==> config.mk <==
export PLATFORM = sky130hd
export DESIGN_NAME = mdio_subsys
export DESIGN_NICKNAME = d
export VERILOG_FILES = /design/src/mdio_frame_pkg.sv /design/src/mdio_mgmt_pkg.sv /design/src/mdio_shifter.sv /design/src/mdio_link_poller.sv /design/src/mdio_bus_arbiter.sv /design/src/mdio_subsys.sv
export VERILOG_INCLUDE_DIRS = /design/src
export SDC_FILE = /design/constraint.sdc
export NUM_CORES = 1
export LEC_CHECK = 0
export ABC_AREA = 1
export BUFFER_PORTS_ARGS = -buffer_cell sky130_fd_sc_hd__buf_4
export CAP_MARGIN = 20
export CORE_ASPECT_RATIO = 1.4
export CORE_MARGIN = 2
export CORE_UTILIZATION = 40
export DETAILED_ROUTE_END_ITERATION = 8
export MAX_ROUTING_LAYER = met4
export PLACE_DENSITY = 0.53
export SLEW_MARGIN = 20
export SYNTH_ARGS = -nofsm -noshare
export SYNTH_HDL_FRONTEND = slang
export SYNTH_SLANG_ARGS = --single-unit
==> constraint.sdc <==
create_clock -name clk -period 9.1 [get_ports clk]
set_input_delay 1.82 -clock clk [delete_from_list [all_inputs] [get_ports clk]]
set_output_delay 1.82 -clock clk [all_outputs]
set_load 0.05 [all_outputs]
==> src/mdio_defs.svh <==
`ifndef MDIO_DEFS_SVH
`define MDIO_DEFS_SVH

////////////////////
// MDC generation
////////////////////

// System clocks per MDC period, kept even so MDC has a 50% duty cycle.
`define MDIO_CLK_DIV 8

////////////////////
// Frame layout
////////////////////

`define MDIO_FRAME_BITS 64 // Preamble plus clause-22 frame.
`define MDIO_RD_SAMPLE 46  // Bits driven before a read turns the bus around.

////////////////////
// Link poll
////////////////////

`define MDIO_POLL_INTERVAL 2000
`define MDIO_POLL_PHYAD 5'd1
`define MDIO_POLL_REGAD 5'd1 // Basic status register.
`define MDIO_LINK_BIT 2      // Link status bit of the basic status register.

`endif

==> src/mdio_frame_pkg.sv <==
`default_nettype none

package mdio_frame_pkg;

  ////////////////////
  // Opcodes
  ////////////////////

  // Only the two clause-22 opcodes are supported.
  typedef enum logic [1:0] {
    MDIO_OP_WRITE = 2'b01,
    MDIO_OP_READ  = 2'b10
  } mdio_op_e;

  ////////////////////
  // Frame word
  ////////////////////

  // Fields in the order they appear on the wire, first bit at the MSB.
  typedef struct packed {
    logic [1:0]  start; // Always 01 for clause 22.
    mdio_op_e    op;
    logic [4:0]  phyad;
    logic [4:0]  regad;
    logic [1:0]  ta;    // Driven 10 on writes, released on reads.
    logic [15:0] data;
  } mdio_frame_t;

endpackage

`default_nettype wire

==> src/mdio_mgmt_pkg.sv <==
`default_nettype none

package mdio_mgmt_pkg;

  // One-hot shifter states.
  typedef enum logic [4:0] {
    ST_IDLE    = 5'b00001,
    ST_REQ_BUS = 5'b00010,
    ST_LOAD    = 5'b00100,
    ST_SHIFT   = 5'b01000,
    ST_DONE    = 5'b10000
  } shift_state_e;

  // Pin levels one requester presents to the arbiter.
  typedef struct packed {
    logic mdc;
    logic mdo;
    logic oe;
  } mdio_pins_t;

  // Result of the background link poll.
  typedef struct packed {
    logic        link_up;
    logic [15:0] status;  // Last status register value read.
    logic [7:0]  count;   // Completed polls, wraps.
  } poll_status_t;

endpackage

`default_nettype wire

==> src/mdio_shifter.sv <==
`timescale 1ns/10ps
`default_nettype none
`include "mdio_defs.svh"

module mdio_shifter (
  input  wire                          clk,
  input  wire                          rst,
  input  wire                          en_i,
  input  wire mdio_frame_pkg::mdio_frame_t frame_i,
  input  wire                          mdio_i,
  output mdio_mgmt_pkg::mdio_pins_t    pins_o,
  output logic [15:0]                  rdata_o,
  output logic                         rd_done_o,
  output logic                         wr_done_o,
  output logic                         bus_req_o,
  input  wire                          bus_gnt_i
);

  localparam int DIV = `MDIO_CLK_DIV;
  localparam int DIV_W = $clog2(DIV);
  localparam logic [DIV_W-1:0] DIV_HALF = DIV_W'(DIV / 2 - 1);
  localparam logic [DIV_W-1:0] DIV_LAST = DIV_W'(DIV - 1);
  localparam int FRAME_W = $bits(mdio_frame_pkg::mdio_frame_t);
  localparam int PRE_BITS = `MDIO_FRAME_BITS - FRAME_W;
  localparam int CNT_W = $clog2(`MDIO_FRAME_BITS + 1);
  localparam logic [CNT_W-1:0] BITS_LAST = CNT_W'(`MDIO_FRAME_BITS);
  localparam logic [CNT_W-1:0] RD_AT = CNT_W'(`MDIO_RD_SAMPLE);

  mdio_mgmt_pkg::shift_state_e state_q, state_d;
  mdio_frame_pkg::mdio_frame_t frame_q;

  logic [DIV_W-1:0]            div_cnt;
  logic                        mdc_q;
  logic                        tick;
  logic [CNT_W-1:0]            bit_cnt;
  logic [`MDIO_FRAME_BITS-1:0] sreg;
  logic [15:0]                 cap;
  logic                        mdo_q;
  logic                        oe_q;
  logic                        rd_op;

  ////////////////////
  // MDC divider
  ////////////////////

  always_ff @(posedge clk or posedge rst) begin
    if (rst) begin
      div_cnt <= '0;
      mdc_q   <= 1'b0;
    end else if (div_cnt == DIV_LAST) begin
      div_cnt <= '0;
      mdc_q   <= 1'b0;
    end else begin
      div_cnt <= div_cnt + 1'b1;
      if (div_cnt == DIV_HALF) begin
        mdc_q <= 1'b1; // High for the second half of the period.
      end
    end
  end

  assign tick  = (div_cnt == '0); // Bits change while MDC is low.
  assign rd_op = (frame_q.op == mdio_frame_pkg::MDIO_OP_READ);

  ////////////////////
  // Control FSM
  ////////////////////

  always_comb begin
    state_d = state_q;
    case (state_q)
      mdio_mgmt_pkg::ST_IDLE: begin
        if (en_i) begin
          state_d = mdio_mgmt_pkg::ST_REQ_BUS;
        end
      end
      mdio_mgmt_pkg::ST_REQ_BUS: begin
        if (bus_gnt_i) begin
          state_d = mdio_mgmt_pkg::ST_LOAD;
        end
      end
      mdio_mgmt_pkg::ST_LOAD:  state_d = mdio_mgmt_pkg::ST_SHIFT;
      mdio_mgmt_pkg::ST_SHIFT: begin
        if (tick && bit_cnt == BITS_LAST) begin
          state_d = mdio_mgmt_pkg::ST_DONE;
        end
      end
      default: state_d = mdio_mgmt_pkg::ST_IDLE;
    endcase
  end

  always_ff @(posedge clk or posedge rst) begin
    if (rst) begin
      state_q   <= mdio_mgmt_pkg::ST_IDLE;
      bit_cnt   <= '0;
      bus_req_o <= 1'b0;
      rd_done_o <= 1'b1;
      wr_done_o <= 1'b1;
      mdo_q     <= 1'b0;
      oe_q      <= 1'b0;
      rdata_o   <= '0;
    end else begin
      state_q <= state_d;
      case (state_q)
        mdio_mgmt_pkg::ST_IDLE: begin
          if (en_i) begin
            bus_req_o <= 1'b1;
          end
        end
        mdio_mgmt_pkg::ST_LOAD: begin
          bit_cnt <= '0;
          if (rd_op) begin
            rd_done_o <= 1'b0;
          end else begin
            wr_done_o <= 1'b0;
          end
        end
        mdio_mgmt_pkg::ST_SHIFT: begin
          if (tick && bit_cnt != BITS_LAST) begin
            bit_cnt <= bit_cnt + 1'b1;
            if (rd_op && bit_cnt >= RD_AT) begin
              oe_q <= 1'b0; // Turnaround and data come from the PHY.
            end else begin
              oe_q  <= 1'b1;
              mdo_q <= sreg[`MDIO_FRAME_BITS-1];
            end
          end
        end
        mdio_mgmt_pkg::ST_DONE: begin
          bus_req_o <= 1'b0;
          oe_q      <= 1'b0;
          if (rd_op) begin
            rdata_o   <= cap;
            rd_done_o <= 1'b1;
          end else begin
            wr_done_o <= 1'b1;
          end
        end
        default: ;
      endcase
    end
  end

  ////////////////////
  // Shift data path
  ////////////////////

  always_ff @(posedge clk) begin
    if (state_q == mdio_mgmt_pkg::ST_IDLE && en_i) begin
      frame_q <= frame_i;
    end
    if (state_q == mdio_mgmt_pkg::ST_LOAD) begin
      sreg <= {{PRE_BITS{1'b1}}, frame_q};
    end else if (state_q == mdio_mgmt_pkg::ST_SHIFT && tick) begin
      sreg <= {sreg[`MDIO_FRAME_BITS-2:0], 1'b1};
      // The sample at each tick belongs to the bit period that just ended,
      // so the last 16 samples are the data bits.
      if (rd_op && bit_cnt > RD_AT) begin
        cap <= {cap[14:0], mdio_i};
      end
    end
  end

  assign pins_o = '{mdc: mdc_q, mdo: mdo_q, oe: oe_q};

endmodule

`default_nettype wire

==> src/mdio_link_poller.sv <==
`timescale 1ns/10ps
`default_nettype none
`include "mdio_defs.svh"

module mdio_link_poller (
  input  wire                         clk,
  input  wire                         rst,
  input  wire                         mdio_i,
  output mdio_mgmt_pkg::mdio_pins_t   pins_o,
  output logic                        bus_req_o,
  input  wire                         bus_gnt_i,
  output mdio_mgmt_pkg::poll_status_t status_o,
  output logic                        link_up_o
);

  localparam int IV = `MDIO_POLL_INTERVAL;
  localparam int IV_W = $clog2(IV);
  localparam logic [IV_W-1:0] IV_LAST = IV_W'(IV - 1);

  // Fixed read of the status register. The data field is never driven.
  localparam mdio_frame_pkg::mdio_frame_t POLL_FRAME = '{
    start: 2'b01,
    op:    mdio_frame_pkg::MDIO_OP_READ,
    phyad: `MDIO_POLL_PHYAD,
    regad: `MDIO_POLL_REGAD,
    ta:    2'b11,
    data:  16'hffff
  };

  logic [IV_W-1:0] iv_cnt;
  logic            poll_due;
  logic            poll_start;
  logic            busy;
  logic [15:0]     rdata;
  logic            rd_done;
  logic            rd_done_q;

  assign busy       = bus_req_o | ~rd_done;
  assign poll_start = poll_due & ~busy; // A late poll waits for the one in flight.

  always_ff @(posedge clk or posedge rst) begin
    if (rst) begin
      iv_cnt    <= '0;
      poll_due  <= 1'b0;
      rd_done_q <= 1'b1;
      status_o  <= '0;
    end else begin
      rd_done_q <= rd_done;
      if (iv_cnt == IV_LAST) begin
        iv_cnt <= '0;
      end else begin
        iv_cnt <= iv_cnt + 1'b1;
      end
      if (poll_start) begin
        poll_due <= 1'b0;
      end
      if (iv_cnt == IV_LAST) begin
        poll_due <= 1'b1;
      end
      if (rd_done && !rd_done_q) begin
        status_o.link_up <= rdata[`MDIO_LINK_BIT];
        status_o.status  <= rdata;
        status_o.count   <= status_o.count + 8'd1;
      end
    end
  end

  assign link_up_o = status_o.link_up;

  mdio_shifter poll_shifter_inst (
    .clk       (clk),
    .rst       (rst),
    .en_i      (poll_start),
    .frame_i   (POLL_FRAME),
    .mdio_i    (mdio_i),
    .pins_o    (pins_o),
    .rdata_o   (rdata),
    .rd_done_o (rd_done),
    .wr_done_o (),
    .bus_req_o (bus_req_o),
    .bus_gnt_i (bus_gnt_i)
  );

endmodule

`default_nettype wire

==> src/mdio_bus_arbiter.sv <==
`timescale 1ns/10ps
`default_nettype none

module mdio_bus_arbiter (
  input  wire                            clk,
  input  wire                            rst,
  input  wire                            host_req_i,
  input  wire                            poll_req_i,
  input  wire mdio_mgmt_pkg::mdio_pins_t host_pins_i,
  input  wire mdio_mgmt_pkg::mdio_pins_t poll_pins_i,
  output logic                           host_gnt_o,
  output logic                           poll_gnt_o,
  output logic                           mdc_o,
  output logic                           mdio_o,
  output logic                           mdio_oe_o
);

  typedef enum logic [1:0] {
    OWN_NONE,
    OWN_HOST,
    OWN_POLL
  } owner_e;

  owner_e owner_q, owner_d;

  always_comb begin
    owner_d = owner_q;
    case (owner_q)
      OWN_NONE: begin
        if (host_req_i) begin
          owner_d = OWN_HOST; // Host wins a tie.
        end else if (poll_req_i) begin
          owner_d = OWN_POLL;
        end
      end
      OWN_HOST: begin
        if (!host_req_i) begin
          owner_d = OWN_NONE;
        end
      end
      OWN_POLL: begin
        if (!poll_req_i) begin
          owner_d = OWN_NONE;
        end
      end
      default: owner_d = OWN_NONE;
    endcase
  end

  always_ff @(posedge clk or posedge rst) begin
    if (rst) begin
      owner_q <= OWN_NONE;
    end else begin
      owner_q <= owner_d;
    end
  end

  assign host_gnt_o = (owner_q == OWN_HOST);
  assign poll_gnt_o = (owner_q == OWN_POLL);

  // Pins fall back to MDC low and released data when nobody owns the bus.
  always_comb begin
    mdc_o     = 1'b0;
    mdio_o    = 1'b0;
    mdio_oe_o = 1'b0;
    if (owner_q == OWN_HOST) begin
      {mdc_o, mdio_o, mdio_oe_o} = {host_pins_i.mdc, host_pins_i.mdo, host_pins_i.oe};
    end else if (owner_q == OWN_POLL) begin
      {mdc_o, mdio_o, mdio_oe_o} = {poll_pins_i.mdc, poll_pins_i.mdo, poll_pins_i.oe};
    end
  end

endmodule

`default_nettype wire

==> src/mdio_subsys.sv <==
`timescale 1ns/10ps
`default_nettype none

module mdio_subsys (
  input  wire                              clk,
  input  wire                              rst,
  input  wire                              cmd_en_i,
  input  wire mdio_frame_pkg::mdio_frame_t cmd_frame_i,
  output logic [15:0]                      rdata_o,
  output logic                             rd_done_o,
  output logic                             wr_done_o,
  input  wire                              mdio_i,
  output logic                             mdc_o,
  output logic                             mdio_o,
  output logic                             mdio_oe_o,
  output logic                             link_up_o,
  output mdio_mgmt_pkg::poll_status_t      poll_status_o
);

  mdio_mgmt_pkg::mdio_pins_t host_pins;
  mdio_mgmt_pkg::mdio_pins_t poll_pins;
  logic                      host_req;
  logic                      poll_req;
  logic                      host_gnt;
  logic                      poll_gnt;

  mdio_shifter host_shifter_inst (
    .clk       (clk),
    .rst       (rst),
    .en_i      (cmd_en_i),
    .frame_i   (cmd_frame_i),
    .mdio_i    (mdio_i),
    .pins_o    (host_pins),
    .rdata_o   (rdata_o),
    .rd_done_o (rd_done_o),
    .wr_done_o (wr_done_o),
    .bus_req_o (host_req),
    .bus_gnt_i (host_gnt)
  );

  mdio_link_poller link_poller_inst (
    .clk       (clk),
    .rst       (rst),
    .mdio_i    (mdio_i),
    .pins_o    (poll_pins),
    .bus_req_o (poll_req),
    .bus_gnt_i (poll_gnt),
    .status_o  (poll_status_o),
    .link_up_o (link_up_o)
  );

  mdio_bus_arbiter bus_arbiter_inst (
    .clk         (clk),
    .rst         (rst),
    .host_req_i  (host_req),
    .poll_req_i  (poll_req),
    .host_pins_i (host_pins),
    .poll_pins_i (poll_pins),
    .host_gnt_o  (host_gnt),
    .poll_gnt_o  (poll_gnt),
    .mdc_o       (mdc_o),
    .mdio_o      (mdio_o),
    .mdio_oe_o   (mdio_oe_o)
  );

endmodule

`default_nettype wire

Yosys cells after proc, flatten, opt, wreduce, memory -nomap -nowiden

Index checks and enable logic that the tools add are counted.

Bits in writable memories: 0
Logic and storage cells: 188
Memory bits (read-only): 0
Bits in latches: 0
Output and inout port bits: 47
Register bits after elaboration: 286
Memories: 0

$lt $le $gt $ge: 4
Multipliers: 0
Equality and inequality tests: 37
Reduce and logical (&&, ||, !) cells: 43
Shifts and indexed selects: 0
Divide/modulo/power cells: 0
Add/sub/neg operators: 6
Muxes and demuxes: 52
Bitwise operators: 8

Operators by type and width:

| operator              | count |
|---|---|
| $mux 32               | 3 |
| $pmux 5 s4            | 2 |
| $mux 5                | 6 |
| $pmux 7 s2            | 2 |
| $reduce_and 3->1      | 9 |
| $reduce_bool 2->1     | 13 |
| $mux 1                | 22 |
| $ne 2x2->1 const B    | 8 |
| $add 7x1->7 const B   | 2 |
| $eq 7x7->1 const B    | 2 |
| $ge 7x6->1 const B    | 2 |
| $gt 7x6->1 const B    | 2 |
| $mux 7                | 2 |
| $ne 7x7->1 const B    | 2 |
| $pmux 1 s2            | 7 |
| $reduce_and 2->1      | 7 |
| $ne 2x1->1 const B    | 6 |
| $add 11x1->11 const B | 1 |
| $eq 11x11->1 const B  | 1 |
| $mux 11               | 1 |
| $eq 5x1->1 const B    | 2 |
| $eq 5x2->1 const B    | 2 |
| $eq 5x3->1 const B    | 2 |
| $eq 5x4->1 const B    | 2 |
| 18 further kinds      | 42 |

Logic depth before layout (Yosys ltp)

Word-level depth: 6
Depth in mapped cells: 10

Cells and area by module

A second synthesis with hierarchy kept.

Cell total of the unflattened synthesis: 1,315
Area, all modules: 13,257.7 um^2

By module, submodules not included:

| module                                             | cells each | area an instance (um^2) | instances | seq. area each (um^2) |
|---|---|---|---|---|
| mdio_shifter at link_poller_inst.poll_shifter_inst | 554        | 5,761.8                 | 1         | 3,972.6 |
| mdio_shifter at host_shifter_inst                  | 548        | 5,730.5                 | 1         | 3,972.6 |
| mdio_link_poller                                   | 193        | 1,640.3                 | 1         | 927.1 |
| mdio_bus_arbiter                                   | 20         | 125.1                   | 1         | 50.0 |

Worst setup path before layout

No wires, ideal clock.

Path type: input port to flip-flop
Start point: in cmd_en_i
End point: reg host_shifter_inst.frame_q[0] (netlist name) (enable)
Buffers on the path: 0
Slack: 6.104 ns
Data arrival time: 2.609 ns
Required time: 8.713 ns
Cell stages on the path: 2
Setup time: 0.387 ns
Path through: nand4_1 -> inv_1

Cells in the longest elaborated chain, start to end: 1

Ends and longest elaborated chain:

| what                   | line                | source |
|---|---|---|
| start: declaration     | mdio_subsys.sv:7    | `input wire cmd_en_i,` |
| $logic_and 1x1->1      | mdio_shifter.sv:148 | `if (state_q == mdio_mgmt_pkg::ST_IDLE && en_i) begin` |
| end signal: assignment | mdio_shifter.sv:149 | `frame_q <= frame_i;` |
| end: declaration       | mdio_shifter.sv:30  | `mdio_frame_pkg::mdio_frame_t frame_q;` |

No other way between the ends.
A chain may end at the register's enable or synchronous reset.

Worst setup path in the final report

Start point: reg bus_arbiter_inst.owner_q[1]
End point: out mdio_o

Cells in the longest elaborated chain, start to end: 3

Ends and longest elaborated chain:

| what                     | line                   | source |
|---|---|---|
| start: declaration       | mdio_bus_arbiter.sv:24 | `owner_e owner_q, owner_d;` |
| start signal: assignment | mdio_bus_arbiter.sv:54 | `owner_q <= owner_d;` |
| $eq 2x2->1               | mdio_bus_arbiter.sv:68 | `end else if (owner_q == OWN_POLL) begin` |
| $mux 1                   | mdio_bus_arbiter.sv:68 |  |
| $mux 1 *                 | mdio_bus_arbiter.sv:66 | `if (owner_q == OWN_HOST) begin` |
| end: declaration         | mdio_subsys.sv:14      | `output logic mdio_o,` |

Every way passes the cells marked *; elsewhere a longest branch is shown, timed or not.

==> metrics <==
Root Buffer clkbuf_16; routed len/inst ~12 um; cell count of the worst reg-to-reg path 6; clk_lat worst skew between 0.5 and 0.6 ns; die area about 29000 um^2; minimum clock period 3.32 ns; syn nets between 1000 and 1500; Slew HR between 30% and 40%; clock skew around 0.014 ns; PnR worst setup slack 5.78 ns; CP endpoint kind primary output; vias around 7400; clk slew on worst S/H paths roughly 0.060 ns; Ports a little over 80; GRT overflow 0; post-DR vias/cell roughly 4.5; Total GRT Usage a little over an eighth; Critical path origin bus_arbiter_inst.owner_q[1]; YS warnings 0; DR DRC count 0; Min Hold Slack 0.385 ns; vias in the first global route roughly 7100; Slew @ Worst Pin 0.923 ns; H-Tree Depth 1; Detailed Route Iter0 Violations about 270; crit path launch type flop; fraction of layout cells with a size suffix above 1 approximately an eighth; Final Slew Violations 0; Num CTS Buffers 29; row count slightly above 70; Post-CTS Hold Fix Bufs 0; CP max FO 6; worst hold path class flop to flop; routability cong. approximately 0.78; #FFs+latches synth 285; CTS resizes 0; PortBufs 82; reg-to-reg slack, setup between 6 and 7 ns; Final setup violation count 0; HP Start link_poller_inst.poll_shifter_inst.rd_done_o; Synth Area per Inst a little under 10 um^2; status finished clean; RSZ-0062 raised after global routing false; Setup TNS 0 ns; register area share after synthesis between 60% and 70%; largest net degree at the start of global routing 73; diode count 0; post-synth design cell area roughly 11000 um^2; Final Hold Fails 0; Worst Hold Depth 0; ANT nets after route 0; Area growth syn-to-layout 16.2%; clk sink count about 290; Tcrit/Tclk final between 30% and 40%; P_leak between 6 and 7 nW; synth unique cells 33; crit path DAT ~1.5 ns; final core occ 47.0%; layout net count between 1000 and 1500; initial cell density of the core roughly two fifths; Max Buffers Root-to-Sink 3; Peak Freq 0.301 GHz; first-pass GRT wire length roughly 33 mm; filler instances about 2700; Post-CTS Setup Inserts 0; Die H slightly above 200 um; Pre-Repair DR Iteration Count 5; placed wire-length estimate after detailed placement roughly 12 mm; Power Density between 200 and 250 nW/um^2; Critical Path RT approximately 7.3 ns; Crit Reg-Reg Startpoint host_shifter_inst.div_cnt[0]; CTS tree yes; total core area between 20000 and 30000 um^2; Die W 145 um; number of max-cap violations 0; number of antenna violations at the first check in global routing 0; synthesized instance count about 1100; worst setup path category flop to primary output; pre-CTS setup slack approximately 5.8 ns; Peak supply drop between 0.00015 and 0.0002 V; Routed WL approximately 19 mm
[synthesized netlist by cell type]
cell        n  area [um^2]
o21bai_1    1         7.51
nor2_1    265          995
buf_1       1         3.75
nand2_1   310         1160
xor2_1     10         87.6
edfxtp_1  109         3270
nand2_4     4         45.0
or2_2       5         31.3
nand4_4     1         21.3
nor3b_1     1         7.51
buf_6       6         67.6
dfrtp_1   106         2650
clkbuf_1    7         26.3
a21boi_0    1         7.51
dfxtp_1    64         1280
ha_1       15          188
buf_4       2         15.0
o21ai_0    23          115
nor3b_2     2         25.0
inv_1      79          297
nand3_2     1         10.0
dfstp_2     6          158
nand3_1    63          315
nand2_2     6         37.5
nor3_2      1         10.0
nor3_1      4         20.0
inv_2       3         11.3
buf_2      19         95.1
nor2_4      4         45.0
a21oi_1     5         25.0
xnor2_1     2         17.5
nand4_1    15         93.8
nor2_2      1         6.26
[state kept, by name (all words and copies together) (netlist names), 5 cells and up]
register,count
host_shifter_inst.sreg,64
link_poller_inst.poll_shifter_inst.sreg,45
host_shifter_inst.frame_q,32
link_poller_inst.status_o,24
host_shifter_inst.cap,16
host_shifter_inst.rdata_o,16
link_poller_inst.poll_shifter_inst.cap,16
link_poller_inst.poll_shifter_inst.rdata_o,16
link_poller_inst.iv_cnt,11
host_shifter_inst.bit_cnt,7
link_poller_inst.poll_shifter_inst.bit_cnt,7
host_shifter_inst.state_q,5
link_poller_inst.poll_shifter_inst.state_q,5
[cells by family after synthesis]
group,share of synthesized area (%)
adder cells (fa/ha/maj),1.68
AO/OA/AOI/OAI,1.39
XOR/XNOR,0.942
AND/OR/NAND/NOR,25.3
buffers and inverters,4.62
flip-flops,66.0
[placed cells by master (no fill, tap or decap), types with 2 or more instances in the layout]
master,netlist,layout
a21oi_1,5,5
buf_4,2,87
clkbuf_1,7,9
clkbuf_16,0,29
clkbuf_8,0,3
clkinv_1,0,3
clkinv_2,0,2
clkinvlp_2,0,3
clkinvlp_4,0,2
dfrtp_1,106,106
dfstp_2,6,6
dfxtp_1,64,64
edfxtp_1,109,109
ha_1,15,15
inv_1,79,77
inv_2,3,4
nand2_1,310,310
nand2_2,6,6
nand2_4,4,4
nand3_1,63,63
nand4_1,15,15
nor2_1,265,265
nor2_4,4,4
nor3_1,4,4
nor3b_2,2,2
o21ai_0,23,23
or2_2,5,5
xnor2_1,2,2
xor2_1,10,10
[stage by stage]
step | cells | area [um^2] | total power (W)
2_1_floorplan | 1142 | 11200 | 0.00178
3_3_place_gp | 1564 | 12100 | 0.00186
3_5_place_dp | 1564 | 12100 | 0.00187
4_1_cts | 1617 | 13000 | 0.00300
5_1_grt | 1617 | 13000 | 0.00310
6_report | 1617 | 13000 | 0.00295
[per-layer routing]
layer  vias up  share of wire (%)  global-route usage (%)  routed length [um]
met1      3446                 46                    17.2                8900
li1       3776                  -                       -                   -
met3        33                3.6                    2.13                 691
met4         0                2.1                    4.24                 409
met5         -                  0                       -                   0
met2        95                 48                    22.6                9210
[worst max-delay path, cell delays in order, from the launching register on]
cell and delay (ns):
dfrtp_1 0.43, inv_1 0.12, nand3_1 0.09, nand2_1 0.11
buf_4 0.20
[path summary, 6_finish.rpt]
path,to
worst max-delay path,mdio_o
worst min-delay path,link_poller_inst.rd_done_q
worst max register to register,host_shifter_inst.sreg[10]
worst min register to register,link_poller_inst.rd_done_q
max in group asynchronous,host_shifter_inst.div_cnt[1]
min in group asynchronous,host_shifter_inst.rdata_o[13]
[layout make-up]
class / count / area (um^2) / share of cell area (%)
clock inverters: 12 / 90.1 / 0.695
flip-flops and latches: 285 / 7360 / 56.8
well taps: 370 / 463 / 3.57
inverters: 82 / 310 / 2.39
clock buffers: 41 / 801 / 6.18
multi-input cells: 740 / 3270 / 25.3
repair buffers: 87 / 653 / 5.04
[where the power goes]
| group | total [W] | leakage [nW] | internal [W] | switching, W |
|---|---|---|---|---|
| clock | 0.00112 | 0.421 | 0.000638 | 0.000478 |
| sequential | 0.00156 | 3.00 | 0.00150 | 0.0000618 |
| combinational | 0.000273 | 2.67 | 0.0000885 | 0.000185 |
| total | 0.00295 | 6.09 | 0.00222 | 0.000725 |
(Power assumes the default switching activity.)
